===== config.mk =====
export PLATFORM = sky130hd
export DESIGN_NAME = mtx_top
export DESIGN_NICKNAME = d
export VERILOG_FILES = /design/src/gpio_pkg.sv /design/src/mtx_pkg.sv /design/src/gpio_ctrl.sv /design/src/mtx_ctrl.sv /design/src/mtx_top.sv /design/src/tone_combiner.sv /design/src/tone_nco.sv
export SDC_FILE = /design/constraint.sdc
export NUM_CORES = 1
export LEC_CHECK = 0
export ABC_AREA = 0
export BUFFER_PORTS_ARGS = -buffer_cell sky130_fd_sc_hd__buf_2
export CORE_UTILIZATION = 55
export CTS_CLUSTER_SIZE = 16
export DETAILED_ROUTE_END_ITERATION = 10
export HOLD_SLACK_MARGIN = 0.06
export PLACE_DENSITY_LB_ADDON = 0.05
export SLEW_MARGIN = 20
export SYNTH_ARGS = -nofsm -noshare
export SYNTH_HDL_FRONTEND = slang
export SYNTH_HIERARCHICAL = 1
export SYNTH_SLANG_ARGS = --single-unit

===== constraint.sdc =====
create_clock -name clk -period 4.8 [get_ports clk]
set_input_delay 0.24 -clock clk [delete_from_list [all_inputs] [get_ports clk]]
set_output_delay 0.24 -clock clk [all_outputs]
set_load 0.01 [all_outputs]

===== src/gpio_pkg.sv =====
package gpio_pkg;

  localparam int GPIO_REG_WIDTH = 12;
  localparam int GPIO_CLK_DIV   = 10;
  localparam int GPIO_DIV_WIDTH = $clog2(GPIO_CLK_DIV);

  localparam logic [GPIO_REG_WIDTH-1:0] SYNC_OUT_MASK = 12'h001;
  localparam logic [GPIO_REG_WIDTH-1:0] TX_OUT_MASK   = 12'h010;
  localparam logic [GPIO_REG_WIDTH-1:0] GPIO_OUT_MASK = SYNC_OUT_MASK | TX_OUT_MASK;
  localparam logic [GPIO_REG_WIDTH-1:0] GPIO_IN_MASK  = 12'h044; // Bit 2 is the arm inhibit

  // Pins driven by the controller, everything else stays an input
  localparam logic [GPIO_REG_WIDTH-1:0] GPIO_IO_DDR   = GPIO_OUT_MASK;

  typedef enum logic {
    GP_HOLD,
    GP_UPDATE
  } gpio_phase_t;

endpackage


===== src/mtx_pkg.sv =====
package mtx_pkg;

  localparam int DATA_WIDTH     = 16;
  localparam int PHASE_WIDTH    = 24;
  localparam int N_TONES        = 4;
  localparam int SUM_WIDTH      = DATA_WIDTH + $clog2(N_TONES); // Headroom for the lane sum
  localparam int LUT_ADDR_WIDTH = 6;
  localparam int QTR_STEPS      = 2 ** (LUT_ADDR_WIDTH - 2);

  localparam logic [PHASE_WIDTH-1:0] TONE_INC      = 24'h040000; // Lane k steps by k+1 times this
  localparam logic [PHASE_WIDTH-1:0] LANE_PH_SHIFT = 24'h100000;
  localparam logic [PHASE_WIDTH-1:0] START_PH      = 24'h000000;

  localparam int SYNC_LEN  = 16;
  localparam int GAP_LEN   = 8;
  localparam int BURST_LEN = 64;
  localparam int CNT_WIDTH = $clog2(BURST_LEN);

  // First quarter of a sine at 8191 full scale, four lanes still fit in 16 bits
  localparam logic [DATA_WIDTH-1:0] SINE_QTR [0:QTR_STEPS] = '{
    16'd0,
    16'd803,
    16'd1598,
    16'd2378,
    16'd3135,
    16'd3861,
    16'd4551,
    16'd5196,
    16'd5792,
    16'd6332,
    16'd6811,
    16'd7224,
    16'd7567,
    16'd7838,
    16'd8034,
    16'd8152,
    16'd8191
  };

  typedef enum logic [2:0] {
    ST_IDLE,
    ST_SYNC1,
    ST_SYNC2,
    ST_GAP,
    ST_TX,
    ST_DONE
  } mtx_state_t;

endpackage


===== src/gpio_ctrl.sv =====
module gpio_ctrl
  import gpio_pkg::*;
(
  input  logic                      clk,
  input  logic                      reset,
  input  logic [GPIO_REG_WIDTH-1:0] fp_gpio_in,
  input  logic [GPIO_REG_WIDTH-1:0] gpio_out,
  output logic [GPIO_REG_WIDTH-1:0] fp_gpio_out,
  output logic [GPIO_REG_WIDTH-1:0] fp_gpio_ddr,
  output logic [GPIO_REG_WIDTH-1:0] gpio_in
);

  logic [GPIO_DIV_WIDTH-1:0] div_cnt;
  gpio_phase_t               gp_phase;
  logic [GPIO_REG_WIDTH-1:0] in_meta;
  logic [GPIO_REG_WIDTH-1:0] in_sync;

  // One update slot every GPIO_CLK_DIV cycles
  always_ff @(posedge clk) begin
    if (reset) begin
      div_cnt  <= '0;
      gp_phase <= GP_HOLD;
    end else if (div_cnt == GPIO_DIV_WIDTH'(GPIO_CLK_DIV - 1)) begin
      div_cnt  <= '0;
      gp_phase <= GP_UPDATE;
    end else begin
      div_cnt  <= div_cnt + 1'b1;
      gp_phase <= GP_HOLD;
    end
  end

  // Front-panel pins are asynchronous to clk
  always_ff @(posedge clk) begin
    in_meta <= fp_gpio_in;
    in_sync <= in_meta;
  end

  always_ff @(posedge clk) begin
    if (reset) begin
      fp_gpio_out <= '0;
      fp_gpio_ddr <= GPIO_IO_DDR;
      gpio_in     <= '0;
    end else begin
      fp_gpio_ddr <= GPIO_IO_DDR;
      if (gp_phase == GP_UPDATE) begin
        fp_gpio_out <= gpio_out & GPIO_OUT_MASK;
        gpio_in     <= in_sync & GPIO_IN_MASK;
      end
    end
  end

endmodule


===== src/mtx_ctrl.sv =====
module mtx_ctrl
  import mtx_pkg::*, gpio_pkg::*;
(
  input  logic                      clk,
  input  logic                      reset,
  input  logic                      arm_req,
  input  logic [GPIO_REG_WIDTH-1:0] gpio_in,
  output logic                      arm_ack,
  output logic                      lane_srst,
  output logic                      lane_en,
  output logic                      out_sel,
  output logic                      tx_trig,
  output logic [GPIO_REG_WIDTH-1:0] gpio_out
);

  mtx_state_t           state;
  logic [CNT_WIDTH-1:0] cnt;
  logic [CNT_WIDTH-1:0] cnt_last;
  logic                 arm_inhibit;
  logic                 in_sync;
  logic [1:0]           gap_pipe;
  logic [1:0]           trig_pipe;

  assign arm_inhibit = gpio_in[2]; // Front-panel inhibit holds the sequencer in idle
  assign in_sync     = (state == ST_SYNC1) || (state == ST_SYNC2);
  assign lane_en     = in_sync || (state == ST_TX);

  always_comb begin
    case (state)
      ST_SYNC1, ST_SYNC2: cnt_last = CNT_WIDTH'(SYNC_LEN - 1);
      ST_GAP:             cnt_last = CNT_WIDTH'(GAP_LEN - 1);
      default:            cnt_last = CNT_WIDTH'(BURST_LEN - 1);
    endcase
  end

  always_ff @(posedge clk) begin
    if (reset) begin
      state     <= ST_IDLE;
      cnt       <= '0;
      arm_ack   <= 1'b0;
      lane_srst <= 1'b0;
    end else begin
      lane_srst <= 1'b0;
      case (state)
        ST_IDLE: begin
          cnt <= '0;
          if (arm_req && !arm_ack && !arm_inhibit) begin
            state     <= ST_SYNC1;
            lane_srst <= 1'b1; // Restart every lane phase with the preamble
          end
        end
        ST_DONE: begin
          if (!arm_req) begin
            arm_ack <= 1'b0;
            state   <= ST_IDLE;
          end
        end
        default: begin
          if (cnt == cnt_last) begin
            cnt <= '0;
            case (state)
              ST_SYNC1: state <= ST_SYNC2;
              ST_SYNC2: state <= ST_GAP;
              ST_GAP:   state <= ST_TX;
              default: begin
                state   <= ST_DONE;
                arm_ack <= 1'b1; // Burst finished, host may release arm_req
              end
            endcase
          end else begin
            cnt <= cnt + 1'b1;
          end
        end
      endcase
    end
  end

  // Lane lookup takes two cycles, so the gap and trigger windows lag the state by two
  always_ff @(posedge clk) begin
    if (reset) begin
      gap_pipe  <= '0;
      trig_pipe <= '0;
    end else begin
      gap_pipe  <= {gap_pipe[0], state == ST_GAP};
      trig_pipe <= {trig_pipe[0], state == ST_TX};
    end
  end

  // The tail of the delayed gap overlaps the new burst, the lanes are still zero there
  assign out_sel = gap_pipe[1] && !lane_en;
  assign tx_trig = trig_pipe[1];

  always_comb begin
    gpio_out = '0;
    if (in_sync) begin
      gpio_out = gpio_out | SYNC_OUT_MASK;
    end
    if (!out_sel && (state != ST_IDLE)) begin
      gpio_out = gpio_out | TX_OUT_MASK;
    end
  end

endmodule


===== src/mtx_top.sv =====
module mtx_top
  import mtx_pkg::*, gpio_pkg::*;
(
  input  logic                      clk,
  input  logic                      reset,
  input  logic                      arm_req,
  input  logic [GPIO_REG_WIDTH-1:0] fp_gpio_in,
  output logic                      arm_ack,
  output logic [DATA_WIDTH-1:0]     itx,
  output logic [DATA_WIDTH-1:0]     qtx,
  output logic                      tx_valid,
  output logic                      tx_trig,
  output logic [GPIO_REG_WIDTH-1:0] fp_gpio_out,
  output logic [GPIO_REG_WIDTH-1:0] fp_gpio_ddr
);

  logic                          lane_srst;
  logic                          lane_en;
  logic                          out_sel;
  logic [GPIO_REG_WIDTH-1:0]     gpio_out;
  logic [GPIO_REG_WIDTH-1:0]     gpio_in;
  logic [N_TONES*DATA_WIDTH-1:0] sin_bus;
  logic [N_TONES*DATA_WIDTH-1:0] cos_bus;

  mtx_ctrl u_ctrl (
    .clk       (clk),
    .reset     (reset),
    .arm_req   (arm_req),
    .gpio_in   (gpio_in),
    .arm_ack   (arm_ack),
    .lane_srst (lane_srst),
    .lane_en   (lane_en),
    .out_sel   (out_sel),
    .tx_trig   (tx_trig),
    .gpio_out  (gpio_out)
  );

  for (genvar k = 0; k < N_TONES; k++) begin : g_lane
    tone_nco #(.LANE(k)) u_nco (
      .clk   (clk),
      .reset (reset),
      .srst  (lane_srst),
      .en    (lane_en),
      .sin   (sin_bus[k*DATA_WIDTH +: DATA_WIDTH]),
      .cos   (cos_bus[k*DATA_WIDTH +: DATA_WIDTH])
    );
  end

  tone_combiner u_combiner (
    .clk      (clk),
    .reset    (reset),
    .sin_bus  (sin_bus),
    .cos_bus  (cos_bus),
    .out_sel  (out_sel),
    .itx      (itx),
    .qtx      (qtx),
    .tx_valid (tx_valid)
  );

  gpio_ctrl u_gpio (
    .clk         (clk),
    .reset       (reset),
    .fp_gpio_in  (fp_gpio_in),
    .gpio_out    (gpio_out),
    .fp_gpio_out (fp_gpio_out),
    .fp_gpio_ddr (fp_gpio_ddr),
    .gpio_in     (gpio_in)
  );

endmodule


===== src/tone_combiner.sv =====
module tone_combiner
  import mtx_pkg::*;
(
  input  logic                          clk,
  input  logic                          reset,
  input  logic [N_TONES*DATA_WIDTH-1:0] sin_bus,
  input  logic [N_TONES*DATA_WIDTH-1:0] cos_bus,
  input  logic                          out_sel,
  output logic [DATA_WIDTH-1:0]         itx,
  output logic [DATA_WIDTH-1:0]         qtx,
  output logic                          tx_valid
);

  logic signed [SUM_WIDTH-1:0] sum_i;
  logic signed [SUM_WIDTH-1:0] sum_q;
  logic                        lanes_idle;
  logic                        mute;

  function automatic logic [DATA_WIDTH-1:0] saturate(input logic signed [SUM_WIDTH-1:0] value);
    logic [SUM_WIDTH-DATA_WIDTH:0] top;
    top = value[SUM_WIDTH-1:DATA_WIDTH-1];
    if ((top == '0) || (top == '1)) begin
      saturate = value[DATA_WIDTH-1:0];
    end else if (value[SUM_WIDTH-1]) begin
      saturate = {1'b1, {(DATA_WIDTH-1){1'b0}}};
    end else begin
      saturate = {1'b0, {(DATA_WIDTH-1){1'b1}}};
    end
  endfunction

  always_comb begin
    sum_i = '0;
    sum_q = '0;
    for (int k = 0; k < N_TONES; k++) begin
      sum_i = sum_i + SUM_WIDTH'($signed(cos_bus[k*DATA_WIDTH +: DATA_WIDTH]));
      sum_q = sum_q + SUM_WIDTH'($signed(sin_bus[k*DATA_WIDTH +: DATA_WIDTH]));
    end
  end

  // A running lane never has sine and cosine both zero
  assign lanes_idle = (sin_bus == '0) && (cos_bus == '0);
  assign mute       = out_sel || lanes_idle;

  always_ff @(posedge clk) begin
    itx <= mute ? '0 : saturate(sum_i);
    qtx <= mute ? '0 : saturate(sum_q);
  end

  always_ff @(posedge clk) begin
    if (reset) begin
      tx_valid <= 1'b0;
    end else begin
      tx_valid <= !mute;
    end
  end

endmodule


===== src/tone_nco.sv =====
module tone_nco
  import mtx_pkg::*;
#(
  parameter int LANE = 0
) (
  input  logic                  clk,
  input  logic                  reset,
  input  logic                  srst,
  input  logic                  en,
  output logic [DATA_WIDTH-1:0] sin,
  output logic [DATA_WIDTH-1:0] cos
);

  localparam logic [PHASE_WIDTH-1:0] PH_INC   = PHASE_WIDTH'(TONE_INC * (LANE + 1));
  localparam logic [PHASE_WIDTH-1:0] PH_START = PHASE_WIDTH'(START_PH + LANE * LANE_PH_SHIFT);

  logic [PHASE_WIDTH-1:0]    phase;
  logic                      en_q;
  logic [LUT_ADDR_WIDTH-1:0] sin_addr;
  logic [LUT_ADDR_WIDTH-1:0] cos_addr;

  // Top two address bits pick the quadrant, the rest walk the quarter table
  function automatic logic [DATA_WIDTH-1:0] quarter_lookup(
    input logic [LUT_ADDR_WIDTH-1:0] addr
  );
    int unsigned              idx;
    int unsigned              pos;
    logic [DATA_WIDTH-1:0]    mag;
    idx = addr[LUT_ADDR_WIDTH-3:0];
    pos = addr[LUT_ADDR_WIDTH-2] ? QTR_STEPS - idx : idx; // Falling half of each lobe
    mag = SINE_QTR[pos];
    quarter_lookup = addr[LUT_ADDR_WIDTH-1] ? -mag : mag;
  endfunction

  assign sin_addr = phase[PHASE_WIDTH-1 -: LUT_ADDR_WIDTH];
  assign cos_addr = sin_addr + LUT_ADDR_WIDTH'(QTR_STEPS); // Quarter turn ahead

  always_ff @(posedge clk) begin
    if (reset) begin
      phase <= PH_START;
      en_q  <= 1'b0;
    end else begin
      en_q <= en;
      if (srst) begin
        phase <= PH_START;
      end else if (en) begin
        phase <= phase + PH_INC;
      end
    end
  end

  // A stopped lane drives zero, the combiner reads that as idle
  always_ff @(posedge clk) begin
    if (en_q) begin
      sin <= quarter_lookup(sin_addr);
      cos <= quarter_lookup(cos_addr);
    end else begin
      sin <= '0;
      cos <= '0;
    end
  end

endmodule

# Word-level counts from Yosys, hierarchy flattened
# Memories as Yosys holds them, arrays and structs flattened.
# Cells that the tools add are included.
# W data, S select, Z words.
# totals
output_inout_bits,59
mem_bits_ro,4096
ff_bits,287
memories,8
input_bits,15
# op_classes
bitwise_logic,9
n_mux,52
reduce_logical,30
addsub,32
n_eq_ne,12
n_lt_le_gt_ge,8
# memory_table
name,depth,word_bits,rd,rd_clocked_by_memory_dff,wr,line_no,rtl
(no name shown),32,16,1,0,0,tone_nco.sv:31,mag = SINE_QTR[pos];
(no name shown),32,16,1,0,0,tone_nco.sv:31,
(no name shown),32,16,1,0,0,tone_nco.sv:31,
(no name shown),32,16,1,0,0,tone_nco.sv:31,
(no name shown),32,16,1,0,0,tone_nco.sv:31,
(no name shown),32,16,1,0,0,tone_nco.sv:31,
+2 memories,n/a,n/a,n/a,n/a,n/a,n/a,
# op_table
cell,n
$mux W16,28
$ge A33 B6 Y1 const B,8
$not A32 Y33,8
$mux W32,8
$logic_not A64 Y1,2
$neg A16 Y16,8
$add A24 B20 Y24 const B,2
$sub A5 B4 Y6 const A,8
$add A17 B16 Y18,2
$add A18 B16 Y18,2
$add A16 B16 Y17,2
$add A24 B19 Y24 const B,1
$add A24 B21 Y24 const B,1
$add A6 B5 Y6 const B,4
$pmux W6 S2,2
$eq A3 B3 Y1 const B,4
$logic_not A3 Y1,3
$mux W3,3
$pmux W3 S3,1
$reduce_or A2 Y1,4
$add A6 B1 Y6 const B,1
$eq A3 B2 Y1 const B,2
$eq A6 B6 Y1,1
$mux W1,6
18 further kinds,32

# Depth between registers and ports, before layout
# depth
depth_word,9
depth_mapped,16
mapped_depth_nobuf,14

# Cells and area by module
# Netlist, hierarchy kept.
# modules_own_cells
module,instances,area_per_inst_um2,cells_each
tone_combiner,1,4809.6,573
tone_nco (g_lane[2].u_nco),1,2762.6,367
tone_nco (g_lane[0].u_nco),1,2687.6,355
tone_nco (g_lane[1].u_nco),1,2334.7,290
tone_nco (g_lane[3].u_nco),1,1646.6,177
mtx_ctrl,1,922.1,109
gpio_ctrl,1,669.4,73

# Worst setup path before layout
# No wires, ideal clock.
# synth_path
path_kind,register to register
startpoint,register g_lane[0].u_nco.cos[1]
endpoint,register u_combiner.itx[12]
t_required_ns,4.686
path_buffers,1
path_slack_ns,1.077
setup_time_ns,0.114
t_arrival_ns,3.609
stages_incl_launch_ff,16
synth_period_minus_slack_ns,3.723
path_cell_list,dfxtp_1 > inv_1 > fa_1 > inv_1 > fa_1 > ha_1 > fa_1 > a211oi_2 > o21ai_2 > a211oi_1 > o31ai_1 > a21oi_1 > xnor2_1 > o22ai_2 > buf_6 > a21o_1
# synth_between
elab_chain_len,6
# synth_rtl
element,line_no,rtl
start: declaration,tone_nco.sv:11,output logic [DATA_WIDTH-1:0] cos
start signal: assignment,tone_nco.sv:56,cos <= quarter_lookup(cos_addr);
$add A16 B16 Y17,tone_combiner.sv:35,sum_i = sum_i + SUM_WIDTH'($signed(cos_bus[k*DATA_WIDTH +: DATA_WIDTH]));
$add A17 B16 Y18,tone_combiner.sv:35,
$add A18 B16 Y18,tone_combiner.sv:35,
$eq A3 B3 Y1 or $logic_not A3 Y1 (tied branches),tone_combiner.sv:22,if ((top == '0) || (top == '1)) begin
$logic_or A1 B1 Y1,tone_combiner.sv:22,
$mux W16,tone_combiner.sv:22,
end signal: assignment,tone_combiner.sv:45,itx <= mute ? '0 : saturate(sum_i);
end: declaration,tone_combiner.sv:9,"output logic [DATA_WIDTH-1:0] itx,"
# Parallel ways exist; a longest one is shown, timed or not.
# A chain may end at the register's enable or synchronous reset.

# Worst setup path in the final report
# layout_path
startpoint,register g_lane[0].u_nco.sin[1]
endpoint,register u_combiner.qtx[13]
# layout_between
elab_chain_len,6
# layout_rtl
element,line_no,rtl
start: declaration,tone_nco.sv:10,"output logic [DATA_WIDTH-1:0] sin,"
start signal: assignment,tone_nco.sv:55,sin <= quarter_lookup(sin_addr);
$add A16 B16 Y17,tone_combiner.sv:36,sum_q = sum_q + SUM_WIDTH'($signed(sin_bus[k*DATA_WIDTH +: DATA_WIDTH]));
$add A17 B16 Y18,tone_combiner.sv:36,
$add A18 B16 Y18,tone_combiner.sv:36,
$eq A3 B3 Y1 or $logic_not A3 Y1 (tied branches),tone_combiner.sv:22,
$logic_or A1 B1 Y1,tone_combiner.sv:22,
$mux W16,tone_combiner.sv:22,
end signal: assignment,tone_combiner.sv:46,qtx <= mute ? '0 : saturate(sum_q);
end: declaration,tone_combiner.sv:10,"output logic [DATA_WIDTH-1:0] qtx,"
# Parallel ways exist; a longest one is shown, timed or not.

==> impl_metrics.yaml <==
run_status:
  outcome: "finished, final reports clean"
die:
  top_level_ports: 74
  die_w_microns: 170
  initial_utilization: 0.560
  die-area_sq_mm: 0.0290
  coreArea_sq_mm: 0.0279
  fp.dieH_microns: 170
  rows: 61
placement:
  numPortBuffers: 40
  dp_hpwl_microns: 30500
  gp_congestion: 0.965
drt:
  drt-initial-drc-count: 1132
  drt_pre_antenna_iters: 6
  via_per_inst: 5.78
  drc_errors: 0
  ant_nets: 0
  routedWlPerCell_microns: 17.7
  wirelength_microns: 40500
  num_vias: 13200
worst_setup_path:
  start_kind: "register"
  reg2reg_slack_ps: 660
  critPathMaxFanout: 12
  critical_path_arrival_ps: 4610
  required_ps: 5270
  end_kind: "register"
  critPathKind: "register to register"
job:
  cap_violations: 0
final_layout:
  utilization: 0.596
  syn_to_final_growth_pct: 6.38
  layout.nets: 2039
  drive_gt1_frac: 0.0883
  antenna_cells: 0
  n_fill_cell: 2539
cts:
  cts_buffer_depth: 3
  cts.repair.resized: 0
  insertion_delay_ps: 530
  cts_inserted_buffers: 24
  cts.clk_slew.worst_paths_ps: 60
  post_cts_buffers: 0
  cts.sinks: 207
  h-tree-depth: 1
  root_buffer: "clkbuf_16"
  cts_tree: "built"
  cts_hold_buf: 2
grt:
  antenna_found_initial: 0
  overflow: 0
  grt_pass1_vias: 12300
  grt_max_degree: 49
  grt_usage: 0.283
  grt_pass1_wl_microns: 65700
synthesis:
  synth_area_sq_mm: 0.0156
  yosysWarnings: 6
  synth_area_per_cell_sq_um: 8.14
  syn-instance-count: 1918
power_and_ir_drop:
  power_frac_comb: 0.331
  switching_share: 0.352
  leakagePower_nw: 6.89
  p_int_w: 0.00377
  p_clk_frac: 0.321
  p_sw_w: 0.00205
  peakVddDrop_mv: 0.253
  seqPwrFrac: 0.349
  p_per_area_mw_per_mm2: 350
hold_path:
  min_path_type: "primary input to register"
sta:
  timing.fmax_ghz: 0.242
  rsz0062_at_grt: "false"
  relSlewSlack: 0.369
  slew_violations: 0
  final.setup.tns_ps: 0
  finalCriticalPeriod_ps: 4140
  setup_viol: 0
  clock_skew_ps: 10.8
  worstMarginPinSlew_ps: 940
  final_hold_viol_count: 0
  min_period_over_period: 0.862
-- final timing paths --
kind	startpoint	endpoint	depth (start not counted)
worst max-delay path	g_lane[0].u_nco/sin[1]	u_combiner/qtx[13]	14
worst min register to register	u_gpio/in_meta[2]	u_gpio/in_sync[2]	0
worst max register to register	g_lane[0].u_nco/sin[1]	u_combiner/qtx[13]	14
worst min-delay path	reset	u_combiner/tx_valid	3
-- sequential cells by signal, summed over array words and instances (netlist names), 4 cells and up, named ones only --
name and cells:
g_lane.u_nco/cos 62, g_lane.u_nco/sin 62, g_lane.u_nco/phase 21, u_combiner/itx 16, u_combiner/qtx 16, u_ctrl/cnt 6
g_lane.u_nco/en_q 4, u_gpio/div_cnt 4
-- area by class of cell --
cell class                 instances  area, sq um  share of cell area
clock buffer                      29          641              0.0386
timing repair buffer              68          415              0.0250
multi-input combinational       1376         9940               0.599
inverter                         218          818              0.0493
clock inverter                    15          168              0.0101
sequential                       207         4140               0.250
tap                              378          473              0.0285
-- placed cells by master, fill, tap and decap left out, types with 11 or more instances in the layout --
master,count
nand2_1,120
o21a_1,26
o211ai_1,22
xnor2_1,51
inv_1,214
nor2_1,149
o31ai_1,15
a31oi_1,29
or3_1,19
nand3_1,47
a21o_1,36
conb_1,22
nor3_1,68
mux2i_1,25
nand2b_1,16
o21ai_0,104
and2_1,26
clkbuf_16,25
a21oi_1,94
a211oi_1,22
nand4_1,24
nor2b_1,31
buf_4,26
ha_1,63
a21boi_0,11
xor2_1,46
nor4_1,41
buf_2,40
dfxtp_1,207
fa_1,66
-- per-stage QoR --
stage	cell area [sq um]	total power (W)	instances	worst slack, ps	hold slack [ps]
final	16600	0.00581	2291	662	240
after global routing	16600	0.00619	2291	319	267
after CTS	16600	0.00584	2291	659	245
after detailed placement	15800	0.00395	2245	678	319
after global placement	15800	0.00393	2245	753	315
after floorplan	15700	0.00350	1938	1080	268
-- layer usage --
metal	vias to the layer above	global-route usage	wire, microns
li1	6591	-	-
met1	6152	0.406	19000
met2	450	0.457	18300
met3	50	0.0312	2360
met4	0	0.0611	717
met5	-	0	0
-- critical path, stage by stage (launching register included) --
cell	delay, ps
dfxtp_1	320
inv_1	60
fa_1	540
inv_1	60
fa_1	470
ha_1	250
fa_1	410
a21oi_1	240
o211ai_1	200
a221oi_2	420
nand4b_1	140
o211ai_1	150
o21a_1	270
and2_1	420
a21o_1	130
-- power by group through the flow --
stage | logic [W] | clock network (W) | registers, W
after floorplan | 0.00146 | 0 | 0.00204
after global placement | 0.00187 | 0 | 0.00206
after detailed placement | 0.00189 | 0 | 0.00206
after CTS | 0.00191 | 0.00191 | 0.00203
after global routing | 0.00215 | 0.00199 | 0.00205
final | 0.00192 | 0.00186 | 0.00203
No activity file was read; power rests on OpenSTA's default activity.
